===== src/design/ram_fifo_pkg.sv =====
// shared widths and structs for the RAM backed FIFO
// RAM_WORDS must stay a power of two so that ADDR_W covers it exactly
package ram_fifo_pkg;

    // one FIFO data word
    localparam int DATA_W = 32;

    // pair words in the external RAM
    localparam int RAM_WORDS = 512;
    localparam int ADDR_W    = $clog2(RAM_WORDS);

    // capacity input and count output
    localparam int CAP_W = 16;

    // input staging buffer, level needs one extra bit to show full
    localparam int STAGE_DEPTH = 8;
    localparam int STAGE_LVL_W = $clog2(STAGE_DEPTH) + 1;

    // output buffer in front of the reader
    localparam int OUT_DEPTH = 4;
    localparam int OUT_LVL_W = $clog2(OUT_DEPTH) + 1;

    // two data words per RAM word, lo is the older one
    typedef struct packed {
        logic [DATA_W-1:0] hi;
        logic [DATA_W-1:0] lo;
    } pair_word_t;

    // request to the single-port RAM
    // cen and wen are active low as on the macro
    typedef struct packed {
        logic              cen;
        logic              wen;
        logic [ADDR_W-1:0] addr;
        pair_word_t        wdata;
    } ram_req_t;

endpackage

===== src/design/ram_pointer_ctrl.sv =====
// RAM pointers, transfer arbitration and panic for the RAM backed FIFO
// capacity is clamped to the RAM size and should only change while empty or
// together with a flush
`timescale 1ns/1ps

module ram_pointer_ctrl (
    input  logic                                 clk,
    input  logic                                 rst_n,
    input  logic                                 flush,
    input  logic [ram_fifo_pkg::CAP_W-1:0]       capacity,
    input  logic [ram_fifo_pkg::STAGE_LVL_W-1:0] stage_level,
    input  logic [ram_fifo_pkg::OUT_LVL_W-1:0]   out_level,
    input  ram_fifo_pkg::pair_word_t             oldest_pair,
    input  logic                                 offer_refused,
    output logic                                 bypass_pop,
    output logic                                 pair_pop,
    output logic                                 pair_load,
    output ram_fifo_pkg::ram_req_t               ram_req,
    output logic [ram_fifo_pkg::CAP_W-1:0]       count,
    output logic                                 ram_full,
    output logic                                 panic
);
    import ram_fifo_pkg::*;

    logic [CAP_W-1:0]  half_cap;
    logic [CAP_W-1:0]  pair_cap;
    logic [CAP_W-1:0]  last_idx;
    logic [ADDR_W-1:0] wr_ptr;
    logic [ADDR_W-1:0] rd_ptr;
    logic              wr_wrap;
    logic              rd_wrap;
    logic              wr_at_end;
    logic              rd_at_end;
    logic              ram_empty;
    logic              out_full;
    logic              rd_sel;
    logic              wr_sel;
    logic              panic_now;

    // pairs in RAM, odd capacity rounds up
    assign half_cap = (capacity >> 1) + CAP_W'(capacity[0]);
    assign pair_cap = (half_cap > CAP_W'(RAM_WORDS)) ? CAP_W'(RAM_WORDS) : half_cap;
    assign last_idx = pair_cap - 1'b1;

    assign wr_at_end = (CAP_W'(wr_ptr) == last_idx);
    assign rd_at_end = (CAP_W'(rd_ptr) == last_idx);

    // wrap flags tell a full ring from an empty one
    assign count = (wr_wrap == rd_wrap) ?
                   CAP_W'(wr_ptr) - CAP_W'(rd_ptr) :
                   pair_cap - CAP_W'(rd_ptr) + CAP_W'(wr_ptr);

    assign ram_empty = (count == '0);
    assign ram_full  = (count >= pair_cap);
    assign out_full  = (out_level == OUT_LVL_W'(OUT_DEPTH));

    // read first, but not while the previous read is landing
    // since out_level does not show that pair yet
    assign rd_sel = !ram_empty && (out_level < OUT_LVL_W'(OUT_DEPTH - 1)) && !pair_load;

    // once the RAM holds data every pair goes through it to keep order
    assign wr_sel = (stage_level >= STAGE_LVL_W'(2)) && !ram_full && !rd_sel &&
                    (out_full || !ram_empty);

    assign bypass_pop = ram_empty && (stage_level != '0) && !out_full && !pair_load;
    assign pair_pop   = wr_sel;

    always_comb begin
        ram_req.cen   = !(rd_sel || wr_sel);
        ram_req.wen   = !wr_sel;
        ram_req.addr  = wr_sel ? wr_ptr : rd_ptr;
        ram_req.wdata = oldest_pair;
    end

    always_ff @(posedge clk or negedge rst_n) begin
        if (!rst_n) begin
            wr_ptr  <= '0;
            rd_ptr  <= '0;
            wr_wrap <= 1'b0;
            rd_wrap <= 1'b0;
        end else if (flush) begin
            wr_ptr  <= '0;
            rd_ptr  <= '0;
            wr_wrap <= 1'b0;
            rd_wrap <= 1'b0;
        end else begin
            if (wr_sel) begin
                wr_ptr  <= wr_at_end ? '0 : wr_ptr + 1'b1;
                wr_wrap <= wr_wrap ^ wr_at_end;
            end
            if (rd_sel) begin
                rd_ptr  <= rd_at_end ? '0 : rd_ptr + 1'b1;
                rd_wrap <= rd_wrap ^ rd_at_end;
            end
        end
    end

    // one cycle RAM latency, flush drops the pair in flight
    always_ff @(posedge clk or negedge rst_n) begin
        if (!rst_n) begin
            pair_load <= 1'b0;
        end else if (flush) begin
            pair_load <= 1'b0;
        end else begin
            pair_load <= rd_sel;
        end
    end

    assign panic_now = offer_refused ||
                       (pair_load && (out_level > OUT_LVL_W'(OUT_DEPTH - 2))) ||
                       (bypass_pop && pair_load) ||
                       (bypass_pop && wr_sel);

    // sticky until reset or flush
    always_ff @(posedge clk or negedge rst_n) begin
        if (!rst_n) begin
            panic <= 1'b0;
        end else if (flush) begin
            panic <= 1'b0;
        end else if (panic_now) begin
            panic <= 1'b1;
        end
    end

    // an overrun of the ring would show up as a count above the pair capacity
    a_count_limit: assert property (
        @(posedge clk) disable iff (!rst_n || flush)
        count <= pair_cap
    );

endmodule


===== config.mk =====
export PLATFORM = sky130hd
export DESIGN_NAME = ram_pointer_ctrl
export DESIGN_NICKNAME = d
export VERILOG_FILES = /design/src/design/ram_fifo_pkg.sv /design/src/design/ram_pointer_ctrl.sv
export SDC_FILE = /design/constraint.sdc
export NUM_CORES = 1
export LEC_CHECK = 0
export CAP_MARGIN = 20
export CORE_MARGIN = 4
export CORE_UTILIZATION = 41
export DETAILED_ROUTE_END_ITERATION = 8
export DONT_BUFFER_PORTS = 1
export MAX_ROUTING_LAYER = met4
export PLACE_DENSITY_LB_ADDON = 0.08
export SLEW_MARGIN = 10
export SYNTH_ARGS = -nofsm -noshare
export SYNTH_HDL_FRONTEND = slang
export SYNTH_SLANG_ARGS = --single-unit

===== constraint.sdc =====
create_clock -name clk -period 9.89 [get_ports clk]
set_clock_uncertainty 0.15 [all_clocks]
set_input_delay 0.4945 -clock clk [delete_from_list [all_inputs] [get_ports clk]]
set_output_delay 0.4945 -clock clk [all_outputs]
set_load 0.02 [all_outputs]

# == After elaboration in Yosys (flattened, before gate mapping) ==
# Index checks and enable logic that the tools add are counted.
# totals
inputBits,91
output_inout_bits,96
register_bits,22
wordCells,68
# op_classes
eq_ne,4
order_cmp,5
bitwise,2
reduce_logical,28
n_addsub,7
mux,16
# op_table
op,n
$mux 9,7
$eq 9x16->1,2
$mux 16,2
$add 9x1->9 const B,2
$add 15x1->16,1
$add 16x9->16,1
$ge 16x16->1,1
$gt 16x10->1 const B,1
$logic_not 16->1,1
$sub 16x1->16 const B,1
$sub 16x9->16,1
$logic_and 1x1->1,11
$sub 9x9->10,1
$logic_not 1->1,7
$mux 1,7
$reduce_bool 2->1,3
$logic_or 1x1->1,5
$ge 4x2->1 const B,1
$reduce_bool 4->1,1
$eq 3x3->1 const B,1
$gt 3x2->1 const B,1
$lt 3x2->1 const B,1
$xor 1x1->1,2
$eq 1x1->1,1

# == Longest topological paths before layout ==
# logic_depth
depth_word,17
mapped_depth,36
depth_no_buf,30

# == Worst setup path before layout ==
# No wires, ideal clock.
# synth_timing
kind,input to output
startpoint,in capacity[0] (netlist bit)
endpoint,out ram_req[71] (netlist bit)
required_time_ns,9.246
path_slack_ns,1.464
t_arrival_ns,7.782
cell_stages,34
n_path_buf,6
cell_sequence,ha_1 -> ha_1 -> buf_4 -> xor2_4 -> or3_1 -> buf_2 -> a211oi_4 -> a31oi_1 -> nor3_2 -> clkbuf_1 -> nand2b_1 -> fa_1 -> inv_1 -> ha_1 -> clkbuf_1 -> a21o_1 -> a21oi_1 -> a21oi_1 -> or4_1 -> a31oi_1 -> ha_1 -> or3_1 -> o21ai_0 -> a21oi_1 -> a21oi_1 -> o211ai_1 -> a2111oi_4 -> nor2_2 -> or2_4 -> inv_2 -> buf_4 -> buf_4 -> nand2_1 -> o21ai_1
# synth_lines
item,line,text
"start, declared",ram_pointer_ctrl.sv:10,"input logic [ram_fifo_pkg::CAP_W-1:0] capacity,"
"end, declared",ram_pointer_ctrl.sv:18,"output ram_fifo_pkg::ram_req_t ram_req,"

==> metrics.cfg <==
[floorplanning]
start_util = 0.416
die_y_microns = 124
die_w_microns = 124
rows = 42
dieArea_sq_um = 15300
core_area_sq_um = 13200
io_pins = 187

[detailed_routing]
wl_met2_mm = 7.16
wl_met3_mm = 1.18
drc = 0
drt_iter0_drc = 510
dr.pass1.iters = 6
routed.top_layer = met4
via_per_inst = 6.08
vias = 5091
drt-met1-wl_mm = 7.59
drt-total-wl_mm = 16.4
final_antenna_net_count = 0
wl_per_cell_microns = 19.6

[timing]
fmax_mhz = 111
tightest_slew_ns = 1.17
rsz0062_at_grt = false
setup_viol = 0
period_share = 0.908
min_period_ns = 8.98
hold_viol_final = 0
maxSlewViolCount = 0
slew_headroom = 0.211
setup_tns_ns = 0

[worst_setup_path]
r2r_setup_slack_ns = 3.28
slowest_delay_ns = 0.61
r2r_end = wr_ptr[5]
worstSetupEndpointType = primary output
criticalPathCategory = primary input to primary output
startpoint_type = primary input
crit_path_frequent_cell = ha_1
rr_worst_depth = 23
critPathMaxFanout = 20
critPathArrivalTime_ns = 8.34
critical-path-slowest-cell = fa_1
r2r_start = wr_ptr[6]
critical_path_required_ns = 9.25

[power]
p_clk_frac = 0.092
power.internal_uw = 434
switching_share = 0.585
pwr-share-comb = 0.795
power_switching_uw = 610
seq_power_share = 0.113
power_density_nw_per_um2 = 199
p_leak_nw = 2.19
vdd_drop_max_mv = 0.0959

[clock_tree]
clk_path_buf_depth = 2
worst_skew_pair.late_latency_ns = 0.26
tritoncts = done
cts_buffers = 3
numClockSinks = 22
cts.clk_slew.worst_paths_ns = 0.06
cts_max_level = 1
cts_root_buf = clkbuf_16

[placed_design]
place_area_sq_um = 5150
place_congestion = 0.970
place.port_buffers = 0
hpwlAfterDp_mm = 13.3

[worst_hold_path]
hold_class = primary input to asynchronous set/reset pin

[logic_synthesis]
yosysTopAreaCell = ha_1
netlist_instances = 732
async_reset_ff_frac = 1.00
synthDistinctLibCells = 92
synth.most_common_cell = buf_4
ys_seq_area_frac = 0.100
yosys-top-cells-count = buf_4 (71), nand2_1 (52), ha_1 (51), nor2_1 (51), inv_1 (50)
ys_warn_count = 0
synth_area_leaders = ha_1 (12%), dfrtp_1 (10%), buf_4 (9.7%), xnor2_1 (4.5%), nand2_1 (3.6%)
syn_area_sq_um = 5490
synth_flop_cell = dfrtp_1
synth_enable_flop_cells = 0
netlist.area_leader.share = 0.116
syn_avg_cell_area_sq_um = 7.50
ys_ff_latch = 22

[cells_and_area]
nets = 813
post-route-util = 0.397
antenna_cells = 0
final_area_sq_um = 5240
drive_above_1_share = 0.0575
syn_to_final_growth_pct = -4.56

[global_route]
grt_use_total = 0.212
grt_first_pass_wirelength_mm = 25.3
antenna_found_initial = 0
grt_pass1_vias = 4611
grt_max_degree = 23
gr-total-overflow = 0

[run]
cap_violations = 0

[status]
status = complete, no violations

-- worst max-delay path: cells and delay by family --
family | cells | cell delay [ns]
AOI/OAI and AO/OA | 12 | 3.20
and+or+nand+nor | 8 | 2.27
adders and majority gates | 5 | 1.64
xor gates and xnor gates | 2 | 0.44
buffers and inverters | 2 | 0.27
-- cell usage in the layout (no fill, tap or decap), types with 7 or more instances in the layout --
cell,netlist,layout
nand3_1,22,22
nor3_1,22,22
or4_1,7,7
nor4_1,8,8
nor2b_1,7,7
or3_1,11,11
nand2_1,52,52
nand4_1,12,12
xnor2_1,28,28
and3_1,10,10
nand2b_1,11,11
o22ai_1,12,12
dfrtp_1,22,22
ha_1,51,51
a31oi_1,13,13
conb_1,2,24
a211o_1,8,8
inv_1,50,50
o21ai_0,26,26
nor2_1,51,51
a21oi_1,33,33
fa_1,9,9
xor2_1,13,13
a21o_1,9,9
-- how the worst max path moves through the flow --
stage	start	endpoint	slack (ns)	depth (start not counted)
3_5_place_dp	capacity[0]	ram_req[67]	0.95	29
6_report	capacity[0]	ram_req[67]	0.91	29
4_1_cts	capacity[0]	ram_req[67]	0.93	29
5_1_grt	capacity[0]	ram_req[65]	0.23	29
3_3_place_gp	capacity[0]	ram_req[67]	1.16	29
2_1_floorplan	capacity[0]	ram_req[71]	1.46	34
-- metrics by stage --
stage	worst slack, ns	instances	hold WS [ns]	total power, mW
after detailed placement	0.945	832	0.0493	0.936
after CTS	0.935	837	0.141	1.04
after floorplan	1.46	754	0.0489	0.822
after global placement	1.16	832	0.0494	0.923
final	0.907	837	0.0652	1.04
after global routing	0.232	837	0.114	1.14
-- repair_timing --
item	CTS	global route
setup buffers	0	0
hold buffers	1	0
resized for setup	0	0
endpoints found under the hold margin	22	0
-- flip-flops by register name, summed over array words and instances, names as in the netlist --
| name | flops |
|---|---|
| pair_load | 1 |
| rd_wrap | 1 |
| wr_wrap | 1 |
| rd_ptr | 9 |
| panic | 1 |
| wr_ptr | 9 |
-- power by group through the flow --
stage / clock, mW / sequential [mW] / combinational, mW
after CTS: 0.0984 / 0.118 / 0.822
after global routing: 0.101 / 0.119 / 0.916
after global placement: 0 / 0.119 / 0.804
after detailed placement: 0 / 0.119 / 0.817
after floorplan: 0 / 0.109 / 0.713
final: 0.0957 / 0.118 / 0.830
-- routing by layer --
layer  vias up  track usage
met5         -            -
met3        50       0.0363
met4         0       0.0651
met2       219        0.312
met1      2369        0.297
li1       2453            -
-- kinds of logic after synthesis --
kind of cell / synth area share
adders and majority gates: 0.151
other: 0.00137
AOI/OAI and AO/OA: 0.261
DFF: 0.100
muxes: 0.00934
xor gates and xnor gates: 0.0704
buffers and inverters: 0.161
and+or+nand+nor: 0.245
-- cell type report --
type | count | area, sq um
Timing Repair Buffer | 7 | 50.0
Inverter | 51 | 191
Tap cell | 176 | 220
Clock buffer | 4 | 88.8
Multi-Input combinational cell | 577 | 4140
Sequential cell | 22 | 551
Fill cell | 1383 | 7950
(Power assumes the default switching activity.)
