--- src/design/ram_fifo_pkg.sv ---
// shared widths and structs for the RAM backed FIFO
// RAM_WORDS must stay a power of two so that ADDR_W covers it exactly
package ram_fifo_pkg;

    // one FIFO data word
    localparam int DATA_W = 32;

    // pair words in the external RAM
    localparam int RAM_WORDS = 512;
    localparam int ADDR_W    = $clog2(RAM_WORDS);

    // capacity input and count output
    localparam int CAP_W = 16;

    // input staging buffer, level needs one extra bit to show full
    localparam int STAGE_DEPTH = 8;
    localparam int STAGE_LVL_W = $clog2(STAGE_DEPTH) + 1;

    // output buffer in front of the reader
    localparam int OUT_DEPTH = 4;
    localparam int OUT_LVL_W = $clog2(OUT_DEPTH) + 1;

    // two data words per RAM word, lo is the older one
    typedef struct packed {
        logic [DATA_W-1:0] hi;
        logic [DATA_W-1:0] lo;
    } pair_word_t;

    // request to the single-port RAM
    // cen and wen are active low as on the macro
    typedef struct packed {
        logic              cen;
        logic              wen;
        logic [ADDR_W-1:0] addr;
        pair_word_t        wdata;
    } ram_req_t;

endpackage
--- src/design/stage_in_buffer.sv ---
// eight word input staging buffer, pops one or two words per cycle
// push must only be raised while in_full is low
`timescale 1ns/1ps

module stage_in_buffer (
    input  logic                               clk,
    input  logic                               rst_n,
    input  logic                               flush,
    input  logic                               push,
    input  logic [ram_fifo_pkg::DATA_W-1:0]    push_data,
    input  logic                               bypass_pop,
    input  logic                               pair_pop,
    output ram_fifo_pkg::pair_word_t           oldest_pair,
    output logic [ram_fifo_pkg::STAGE_LVL_W-1:0] level,
    output logic                               in_full
);
    import ram_fifo_pkg::*;

    logic [DATA_W-1:0]      mem [STAGE_DEPTH];
    // msb of each pointer is the wrap bit
    logic [STAGE_LVL_W-1:0] wr_ptr;
    logic [STAGE_LVL_W-1:0] rd_ptr;
    logic [STAGE_LVL_W-2:0] rd_idx;
    logic [STAGE_LVL_W-2:0] rd_idx_next;

    assign rd_idx      = rd_ptr[STAGE_LVL_W-2:0];
    assign rd_idx_next = rd_idx + 1'b1;

    assign level   = wr_ptr - rd_ptr;
    assign in_full = (level == STAGE_LVL_W'(STAGE_DEPTH));

    // oldest word goes to lo, as in the RAM pair layout
    assign oldest_pair.lo = mem[rd_idx];
    assign oldest_pair.hi = mem[rd_idx_next];

    always_ff @(posedge clk) begin
        if (push) begin
            mem[wr_ptr[STAGE_LVL_W-2:0]] <= push_data;
        end
    end

    always_ff @(posedge clk or negedge rst_n) begin
        if (!rst_n) begin
            wr_ptr <= '0;
            rd_ptr <= '0;
        end else if (flush) begin
            wr_ptr <= '0;
            rd_ptr <= '0;
        end else begin
            if (push) begin
                wr_ptr <= wr_ptr + 1'b1;
            end
            if (pair_pop) begin
                rd_ptr <= rd_ptr + 2'd2;
            end else if (bypass_pop) begin
                rd_ptr <= rd_ptr + 1'b1;
            end
        end
    end

    // controller may only take a pair that is fully staged
    a_pair_pop_level: assert property (
        @(posedge clk) disable iff (!rst_n)
        pair_pop |-> (level >= STAGE_LVL_W'(2))
    );

endmodule

--- config.mk ---
export PLATFORM = sky130hd
export DESIGN_NAME = stage_in_buffer
export DESIGN_NICKNAME = d
export VERILOG_FILES = /design/src/design/ram_fifo_pkg.sv /design/src/design/stage_in_buffer.sv
export SDC_FILE = /design/constraint.sdc
export NUM_CORES = 1
export LEC_CHECK = 0
export BUFFER_PORTS_ARGS = -buffer_cell sky130_fd_sc_hd__buf_4
export CORE_AREA = 4 4 181 183
export CTS_BUF_LIST = sky130_fd_sc_hd__clkbuf_8
export DETAILED_ROUTE_END_ITERATION = 8
export DIE_AREA = 0 0 185 187
export PLACE_DENSITY = 0.65
export RECOVER_POWER = 100
export SLEW_MARGIN = 10
export SYNTH_ARGS = -nofsm -noshare
export SYNTH_HDL_FRONTEND = slang
export SYNTH_SLANG_ARGS = --single-unit
--- constraint.sdc ---
create_clock -name clk -period 5.8 [get_ports clk]
set_input_delay 0.29 -clock clk [delete_from_list [all_inputs] [get_ports clk]]
set_output_delay 0.29 -clock clk [all_outputs]
set_load 0.005 [all_outputs]
**Word level (Yosys, flattened, before mapping)**

Memories as Yosys holds them, arrays and structs flattened.
Cells that the tools add are included.

- Shifts and indexed selects: 0
- Multiplexer cells: 7
- Multiply operators: 0
- Add/sub/neg operators: 5
- Magnitude comparators: 0
- Bitwise gates (word level): 0
- Reductions and logical operators: 2
- Equality and inequality tests: 1
- Div/mod/pow operators: 0

Operator list:

| operator | count |
|---|---|
| $mux 4 | 5 |
| $add 4x1->4 const B | 2 |
| $add 4x2->4 const B | 1 |
| $eq 4x4->1 const B | 1 |
| $sub 4x4->4 | 1 |
| $add 3x1->3 const B | 1 |
| $reduce_bool 3->1 | 1 |
| $mux 1 | 2 |
| $reduce_bool 2->1 | 1 |

- Logic and storage cells: 18
- Memories: 1
- Bits in read-only memories: 0
- RAM bits: 256
- Latch bits: 0
- Register bits: 8
- Output and inout bits: 69
- Bits of input ports: 38

Memories:

| memory | words | width | rd ports | clocked after memory_dff | wr ports | line | text |
|---|---|---|---|---|---|---|---|
| mem | 8 | 32 | 2 | 0 | 1 | stage_in_buffer.sv:19 | `logic [DATA_W-1:0] mem [STAGE_DEPTH];` |

**Depth between registers and ports, before layout**

Gate-level depths: netlist of the first run.

- Word-level depth: 4
- Gate-level depth with buffers: 7
- Depth with buffers taken out: 6

**Worst setup path before layout of the first run**

Ideal clock, no wire load.

- Path type: flip-flop to flip-flop
- From: register wr_ptr[1]
- To: memory mem[0][0] (enable)
- Setup slack: 2,500 ps
- Path buffers: 0
- Cell stages (with the launch flop): 3
- Clock period less this slack: 3,300 ps
- Library setup time: 461 ps
- Data required time: 5,339 ps
- Data arrival time: 2,839 ps
- Path through: dfrtp_1 nand2b_1 nor3_1

RTL lines:

| what | line | text |
|---|---|---|
| start: declaration | stage_in_buffer.sv:21 | `logic [STAGE_LVL_W-1:0] wr_ptr;` |
| start signal: assignment | stage_in_buffer.sv:51 | `wr_ptr <= wr_ptr + 1'b1;` |
| end: declaration | stage_in_buffer.sv:19 |  |

Straight into the memory's write port.

==> results.toml, run 1 <==
[synth]
ys_types = 33
syn-cell-area_sq_um = 12300
syn_inst = 621
async_flop_share_pct = 3.03
synth_seq_cells = 264
yosysWarnings = 0
synth.avg_cell_area_sq_um = 19.8
netlist_top_cells_area = "edfxtp_1 63%, mux4_2 21%, mux2_4 3.4%"
yosysTopAreaCell = "edfxtp_1"
yosys_most_used_dff = "edfxtp_1"
synth_edf_count = 256
syn_nets = 666
yosys.area.top_type_share_pct = 62.5
ys_seq_area_share_pct = 64.1

[sta]
worst_clock_skew_ns = 0.0265
grt_setup_unrepaired = "no"
relSlewSlack_pct = -79.4
min_period_over_period_pct = 81.2
hold_viol = 0
max_freq_mhz = 212
period_needed_ns = 4.71
tightest_slew_ns = 2.69
timing.final.max_slew_violations = 374
setup_viol = 0
setup_tns_ns = 0

[cts]
postCtsHoldBufs = 35
clk_pin_slew_ns = 0.06
numClockSinks = 264
clockBufferDepth = 3
post_cts_buffers = 0
insertion_delay_ns = 0.53
post_cts_resized = 0
htree_levels = 2
cts_tree = "done"
cts_buffers = 40
root_buffer = "clkbuf_8"

[pwr]
power_frac_seq_pct = 49.7
switching_share_pct = 24.4
p_total_w = 0.00441
intPower_w = 0.00333
p_sw_w = 0.00108
ir_drop_mv = 0.138
comb_power_share_pct = 16.5
p_leak_nw = 4.76
power_density_nw_per_um2 = 307
pwr-share-clk_pct = 33.7

[die]
fp.dieArea_sq_um = 34600
fp-row-count = 65
die_y_um = 187
initial_core_util_pct = 39.4
io_pins = 107
die_x_um = 185
coreArea_sq_um = 31200

[setup_path]
worstSetupPathType = "reg -> out"
cp-start-kind = "flop"
reg2reg_slack_ns = 2.25
worstSetupEndpointType = "output port"
crit_required_ns = 5.51
path_max_fanout = 70
arrival_ns = 4.42

[global_route]
antenna_found_initial = 2
overflow = 0
grt_pass1_vias = 7260
globalRouteTotalUtil_pct = 16.3
grt_max_degree = 71
grt_pass1_wl_mm = 43.0

[worst_hold_path]
hold_path_class = "in -> reg"

[detailed_routing]
num_vias = 6574
wire_per_inst_um = 23.2
drtIter0Drc = 465
drc = 0
drtPass1Iterations = 5
routed_via_density = 5.43
detail-route-antenna-nets = 0
drt-total-wl_mm = 28.1

[finish]
final_area_sq_um = 14400
nFillCells = 2691
syn_to_final_growth_pct = 16.8
drive_above_1_share_pct = 31.8
nets = 822
mostFrequentLayoutCells = "256 x edfxtp_1, 114 x mux4_2, 102 x nand2_1, 51 x clkbuf_1"
layout_commonest_cell = "edfxtp_1"
multiInputGateArea_sq_um = 4110
ff_latch_area_sq_um = 7900

[placement]
port_buffers = 106
hpwl_mm = 16.4
place_congestion = 0.748
place_area_sq_um = 13500

[run_status]
violations = "max-capacitance violations, max-slew violations"
status = "finished with violations"

[run]
drv_cap = 10
==> Yosys cell counts, drive strengths merged, types with 4 or more instances <==
master  count
edfxtp    256
mux4      128
mux2       32
buf        34
nor2       12
ha          6
nand2     102
xor2        4
a21oi       5
dfrtp       8
clkbuf      6
inv         6
==> layout make-up <==
cell class / instances / share of cell area, %
flip-flops and latches: 264 / 55.0
repair buffers: 154 / 7.29
diodes: 1 / 0.0174
clock inverters: 31 / 1.47
clock buffers: 41 / 3.93
well taps: 402 / 3.50
inverters: 7 / 0.183
multi-input cells: 310 / 28.6
==> routing by layer <==
| metal | vias up | part of all wire (%) | GRT usage (%) |
|---|---|---|---|
| li1 | 2883 | - | - |
| met1 | 3456 | 42 | 21.9 |
| met2 | 190 | 51 | 27.3 |
| met3 | 43 | 5.0 | 3.05 |
| met4 | 2 | 2.1 | 4.40 |
| met5 | - | 0.046 | 0 |
==> state kept, by name (all words and copies together), names as in the netlist <==
signal / count
wr_ptr: 4
rd_ptr: 4
mem: 256
==> stage by stage <==
| stage | hold slack [ns] | util, % | cells | setup slack [ns] |
|---|---|---|---|---|
| after global placement | 0.114 | 43.3 | 1102 | 2.13 |
| after detailed placement | 0.121 | 43.3 | 1102 | 2.08 |
| after global routing | 0.0662 | 46.0 | 1210 | 0.717 |
| after CTS | 0.0414 | 46.9 | 1209 | 1.49 |
| after floorplan | -0.00559 | - | 621 | 2.50 |
| final | 0.0769 | 46.0 | 1210 | 1.09 |
==> power groups by stage <==
stage               Combinational (W)  Sequential (W)  Clock, W
global route                 0.000795         0.00220   0.00162
global placement             0.000775         0.00223         0
finish                       0.000730         0.00220   0.00149
floorplan                    0.000487         0.00220         0
detailed placement           0.000784         0.00223         0
CTS                          0.000807         0.00219   0.00153
==> critical path: stages, from the launching register on <==
cell	delay (ns)
dfrtp_4	1.09
clkbuf_2	1.60
mux4_2	0.68
mux2_1	0.32
buf_4	0.14
==> cells by family after synthesis <==
group,count (synthesis),share of synthesized area [%]
AOI/OAI and AO/OA,10,0.488
xor gates and xnor gates,7,0.499
adders and majority gates,7,0.773
buffers and inverters,47,2.33
DFF,264,64.1
muxes,161,27.7
and+or+nand+nor,125,4.03
==> final timing paths <==
check,from,cells past startpoint,to
max,rd_ptr[0],4,oldest_pair[48]
min,push,3,wr_ptr[0]
max reg2reg,wr_ptr[1],3,mem[1][31]
min reg2reg,wr_ptr[3],2,wr_ptr[3]
max in group asynchronous,rst_n,2,rd_ptr[0]
min in group asynchronous,rst_n,2,wr_ptr[3]
No activity file was read; power rests on OpenSTA's default activity.
==> run 2: changes to the inputs <==
==> constraint.sdc (replaced) <==
create_clock -name clk -period 4.4 [get_ports clk]
set_input_delay 0.22 -clock clk [delete_from_list [all_inputs] [get_ports clk]]
set_output_delay 0.22 -clock clk [all_outputs]
set_load 0.005 [all_outputs]
==> results.toml, run 2 (synthesis results as in run 1) <==
[run_status]
violations = "max-capacitance violations, max-slew violations"
status = "finished with violations"

[die]
initial_core_util_pct = 39.4
die_y_um = 187
io_pins = 107
fp.dieArea_sq_um = 34600
coreArea_sq_um = 31200
die_x_um = 185
fp-row-count = 65

[global_route]
globalRouteTotalUtil_pct = 16.2
overflow = 0
grt_use_met2_pct = 27.5
top_usage_layer = "met2"
grt_use_met3_pct = 2.72
grtUsageMet1_pct = 21.6
antenna_found_initial = 0
grt_pass1_wl_mm = 42.7
grt_max_degree = 132
grt_pass1_vias = 7197

[cts]
cts_buffers = 41
root_buffer = "clkbuf_8"
insertion_delay_ns = 0.54
clk_pin_slew_ns = 0.06
clockBufferDepth = 3
htree_levels = 2
cts_tree = "done"
post_cts_resized = 0
numClockSinks = 264

[pwr]
comb_power_share_pct = 15.8
power_density_nw_per_um2 = 422
p_sw_w = 0.00144
power_frac_seq_pct = 46.9
switching_share_pct = 23.6
pwr-share-clk_pct = 37.4
p_leak_nw = 4.83
ir_drop_mv = 0.194
intPower_w = 0.00468

[setup_path]
path_max_fanout = 23
worstSetupEndpointType = "flop"
worstSetupPathType = "reg -> reg"
cp-start-kind = "flop"
crit_required_ns = 4.55
arrival_ns = 3.82

[finish]
multiInputGateArea_sq_um = 4060
nets = 825
syn_to_final_growth_pct = 18.0
mostFrequentLayoutCells = "256 x edfxtp_1, 114 x mux4_2, 102 x nand2_1, 55 x clkbuf_1, 48 x clkbuf_8"
largest_register_ff_count = 256
nFillCells = 2697
drive_above_1_share_pct = 31.0
layout_commonest_cell = "edfxtp_1"
diodes = 0
ff_latch_area_sq_um = 7900

[sta]
timing.final.max_slew_violations = 221
worst_clock_skew_ns = 0.0235
hold_slack_ns = 0.131
hold_viol = 0
setup_tns_ns = 0
setup_viol = 0
max_freq_mhz = 273
relSlewSlack_pct = -84.1
tightest_slew_ns = 2.76
period_needed_ns = 3.67
grt_setup_unrepaired = "no"
min_period_over_period_pct = 83.3

[worst_hold_path]
hold_path_class = "in -> reg"

[detailed_routing]
drt-total-wl_mm = 27.8
drtPass1Iterations = 5
num_vias = 6618
drtIter0Drc = 483
routed_via_density = 5.45
drc = 0
wire_per_inst_um = 22.9
detail-route-antenna-nets = 0

[run]
drv_cap = 10

[placement]
hpwl_mm = 16.2
place_congestion = 0.768
port_buffers = 106
-- run 2: layer usage --
metal | up-vias | part of all wire, %
li1 | 2894 | -
met1 | 3500 | 42
met2 | 189 | 52
met3 | 35 | 4.8
met4 | 0 | 1.8
met5 | - | 0
-- run 2: timing repair --
item,in CTS,in global routing
endpoints found under the hold margin,272,0
hold buffers,37,0
setup buffers,0,0
-- run 2: power by group through the flow --
stage          sequential (W)  clock [W]  combinational, W
3_3_place_gp          0.00291          0           0.00104
2_1_floorplan         0.00290          0          0.000642
3_5_place_dp          0.00292          0           0.00106
4_1_cts               0.00287    0.00234           0.00109
6_report              0.00287    0.00229          0.000966
5_1_grt               0.00288    0.00247           0.00105
-- run 2: area by class of cell --
cell class	count	area share, %
Inverter	7	0.181
Clock inverter	28	1.91
Multi-Input combinational cell	310	28.0
Tap cell	402	3.47
Clock buffer	48	4.55
Timing Repair Buffer	156	7.46
Sequential cell	264	54.4
-- run 2: path summary, 6_finish.rpt --
check,from,endpoint,slack [ns],cells past startpoint
min reg2reg,wr_ptr[3],wr_ptr[3],0.59,2
max in group asynchronous,rst_n,rd_ptr[0],3.87,2
min in group asynchronous,rst_n,rd_ptr[1],0.16,2
max,wr_ptr[1],mem[4][31],0.73,3
max reg2reg,wr_ptr[1],mem[4][31],0.73,3
min,bypass_pop,rd_ptr[3],0.13,4
-- run 2: stage by stage --
stage / utilization, % / cells / cell area, sq um / setup slack, ns / total power, W
3_5_place_dp: 43.4 / 1102 / 13600 / 1.58 / 0.00398
2_1_floorplan: - / 621 / 12300 / 1.10 / 0.00354
5_1_grt: 46.5 / 1215 / 14500 / 0.478 / 0.00640
6_report: 46.5 / 1215 / 14500 / 0.733 / 0.00613
3_3_place_gp: 43.4 / 1102 / 13600 / 1.56 / 0.00395
4_1_cts: 47.6 / 1215 / 14900 / 0.999 / 0.00630
-- run 2: critical path, cell delays in order (launching register included) --
cell and delay [ns]:
dfrtp_1 0.46, nand2b_1 0.24, nor2_1 1.95, clkbuf_1 0.64
==> run 3: changes to the inputs <==
--- a/config.mk
+++ b/config.mk
@@ -10,7 +10,7 @@
 export CTS_BUF_LIST = sky130_fd_sc_hd__clkbuf_8
 export DETAILED_ROUTE_END_ITERATION = 8
 export DIE_AREA = 0 0 185 187
-export PLACE_DENSITY = 0.65
+export PLACE_DENSITY = 0.67
 export RECOVER_POWER = 100
 export SLEW_MARGIN = 10
 export SYNTH_ARGS = -nofsm -noshare
==> constraint.sdc (replaced) <==
create_clock -name clk -period 3.2 [get_ports clk]
set_input_delay 0.16 -clock clk [delete_from_list [all_inputs] [get_ports clk]]
set_output_delay 0.16 -clock clk [all_outputs]
set_load 0.005 [all_outputs]
==> results.toml, run 3 (synthesis results as in run 1) <==
[global_route]
grt_pass1_wl_mm = 41.0
grt_pass1_vias = 7023
overflow = 0
grt_max_degree = 113
antenna_found_initial = 2
globalRouteTotalUtil_pct = 15.3

[cts]
clockBufferDepth = 3
numClockSinks = 264
cts_buffers = 42
root_buffer = "clkbuf_8"
htree_levels = 2
clk_pin_slew_ns = 0.06
post_cts_buffers = 0
cts_tree = "done"
post_cts_resized = 0
insertion_delay_ns = 0.54

[run_status]
violations = "max-capacitance violations, max-slew violations"
status = "finished with violations"

[finish]
layout_commonest_cell = "edfxtp_1"
finalNonFillerCells = 1222
largest_register_ff_count = 256
syn_to_final_growth_pct = 17.7
nFillCells = 2712
multiInputGateArea_sq_um = 4060
drive_above_1_share_pct = 31.1
nets = 832
ff_latch_area_sq_um = 7900
mostFrequentLayoutCells = "256 x edfxtp_1, 114 x mux4_2, 102 x nand2_1, 45 x clkbuf_1, 44 x buf_4"

[sta]
grt_setup_unrepaired = "no"
setup_viol = 0
min_period_over_period_pct = 90.6
max_freq_mhz = 345
timing.final.max_slew_violations = 46
layout_setup_ws_ns = 0.301
worst_clock_skew_ns = 0.0289
tightest_slew_ns = 1.80
period_needed_ns = 2.90
setup_tns_ns = 0
hold_viol = 0
relSlewSlack_pct = -20.4

[die]
fp.dieArea_sq_um = 34600
fp-row-count = 65
initial_core_util_pct = 39.4
die_x_um = 185
die_y_um = 187
coreArea_sq_um = 31200
io_pins = 107

[detailed_routing]
wire_per_inst_um = 21.7
routed_via_density = 5.35
drtPass1Iterations = 7
drtIter0Drc = 404
drt-total-wl_mm = 26.6
detail-route-antenna-nets = 0
num_vias = 6543
drc = 0

[setup_path]
cp-start-kind = "flop"
worstSetupEndpointType = "output port"
path_buf_inv = 2
slowest_stage = "ha_4"
reg2reg_slack_ns = 0.32
worstSetupPathType = "reg -> out"
cp_common_cell = "buf_4"
crit_required_ns = 3.04
crit_chain = "ha_4, buf_4, mux4_2, mux2_1, buf_4"
arrival_ns = 2.74
max_stage_delay_ns = 0.56
path_max_fanout = 26
crit_family = "multiplexers"

[placement]
place_congestion = 0.747
place_inst = 1107
hpwl_mm = 15.9
preCtsSetupSlack_ns = 0.867
port_buffers = 106

[worst_hold_path]
hold_path_class = "in -> reg"

[pwr]
p_total_w = 0.00792
p_leak_nw = 4.83
power_density_nw_per_um2 = 547
ir_drop_mv = 0.290

[run]
drv_cap = 4
-- run 3: changes by cell type in the layout (fill, tap and decap cells not counted), moves of 2 or more --
cell and delta:
clkinv_2 -2, buf_4 +5, buf_12 +4, clkbuf_2 +4, clkbuf_1 -10, clkinv_1 +5, clkbuf_4 +2, diode_2 +2
inv_1 +5, bufinv_16 -4, clkbuf_8 -6
-- run 3: metal layers --
layer / GRT usage, % / part of all wire (%) / vias to the layer above
met3: 3.38 / 6.4 / 32
met4: 3.36 / 1.3 / 0
met1: 21.0 / 42 / 3397
met5: 0 / 0 / -
met2: 25.4 / 50 / 205
li1: - / - / 2909
-- run 3: cell type report --
type                    instances  share of cell area (%)
diodes                          2                  0.0346
flip-flops and latches        264                    54.6
clock inverters                33                    1.36
clock buffers                  42                    4.00
repair buffers                162                    8.34
well taps                     402                    3.48
multi-input cells             310                    28.0
inverters                       7                   0.182
-- run 3: power by group --
group	switching [W]	total (W)	internal [W]
Sequential	0.0000406	0.00393	0.00389
Clock	0.00125	0.00264	0.00139
Combinational	0.000648	0.00135	0.000698
Total	0.00194	0.00792	0.00598
-- run 3: worst paths after layout --
path                       startpoint              end  depth (start not counted)
hold reg to reg             rd_ptr[3]        rd_ptr[3]                          2
min in group asynchronous       rst_n        rd_ptr[1]                          3
setup / recovery            rd_ptr[0]  oldest_pair[56]                          5
hold / removal             bypass_pop        rd_ptr[2]                          4
max in group asynchronous       rst_n        rd_ptr[0]                          3
setup reg to reg            wr_ptr[1]       mem[5][10]                          3
-- run 3: through the flow --
step | cell area, sq um | utilization (%) | hold slack (ns)
5_1_grt | 14500 | 46.3 | 0.0471
2_1_floorplan | 12300 | - | -0.136
3_5_place_dp | 13700 | 43.9 | -0.00922
4_1_cts | 14900 | 47.6 | 0.0180
6_report | 14500 | 46.3 | 0.0436
3_3_place_gp | 13700 | 43.9 | -0.0118
-- run 3: timing repair --
action	CTS	global route
endpoints found under the hold margin	272	0
hold buffers	38	0
endpoints found under the setup margin	0	0
-- run 3: worst min-delay path: cells and delay by family --
family,cells,cell delay [ns]
AND/OR/NAND/NOR,1,0.06
AO/OA/AOI/OAI,1,0.06
XOR/XNOR,1,0.12
buffers and inverters,1,0.11
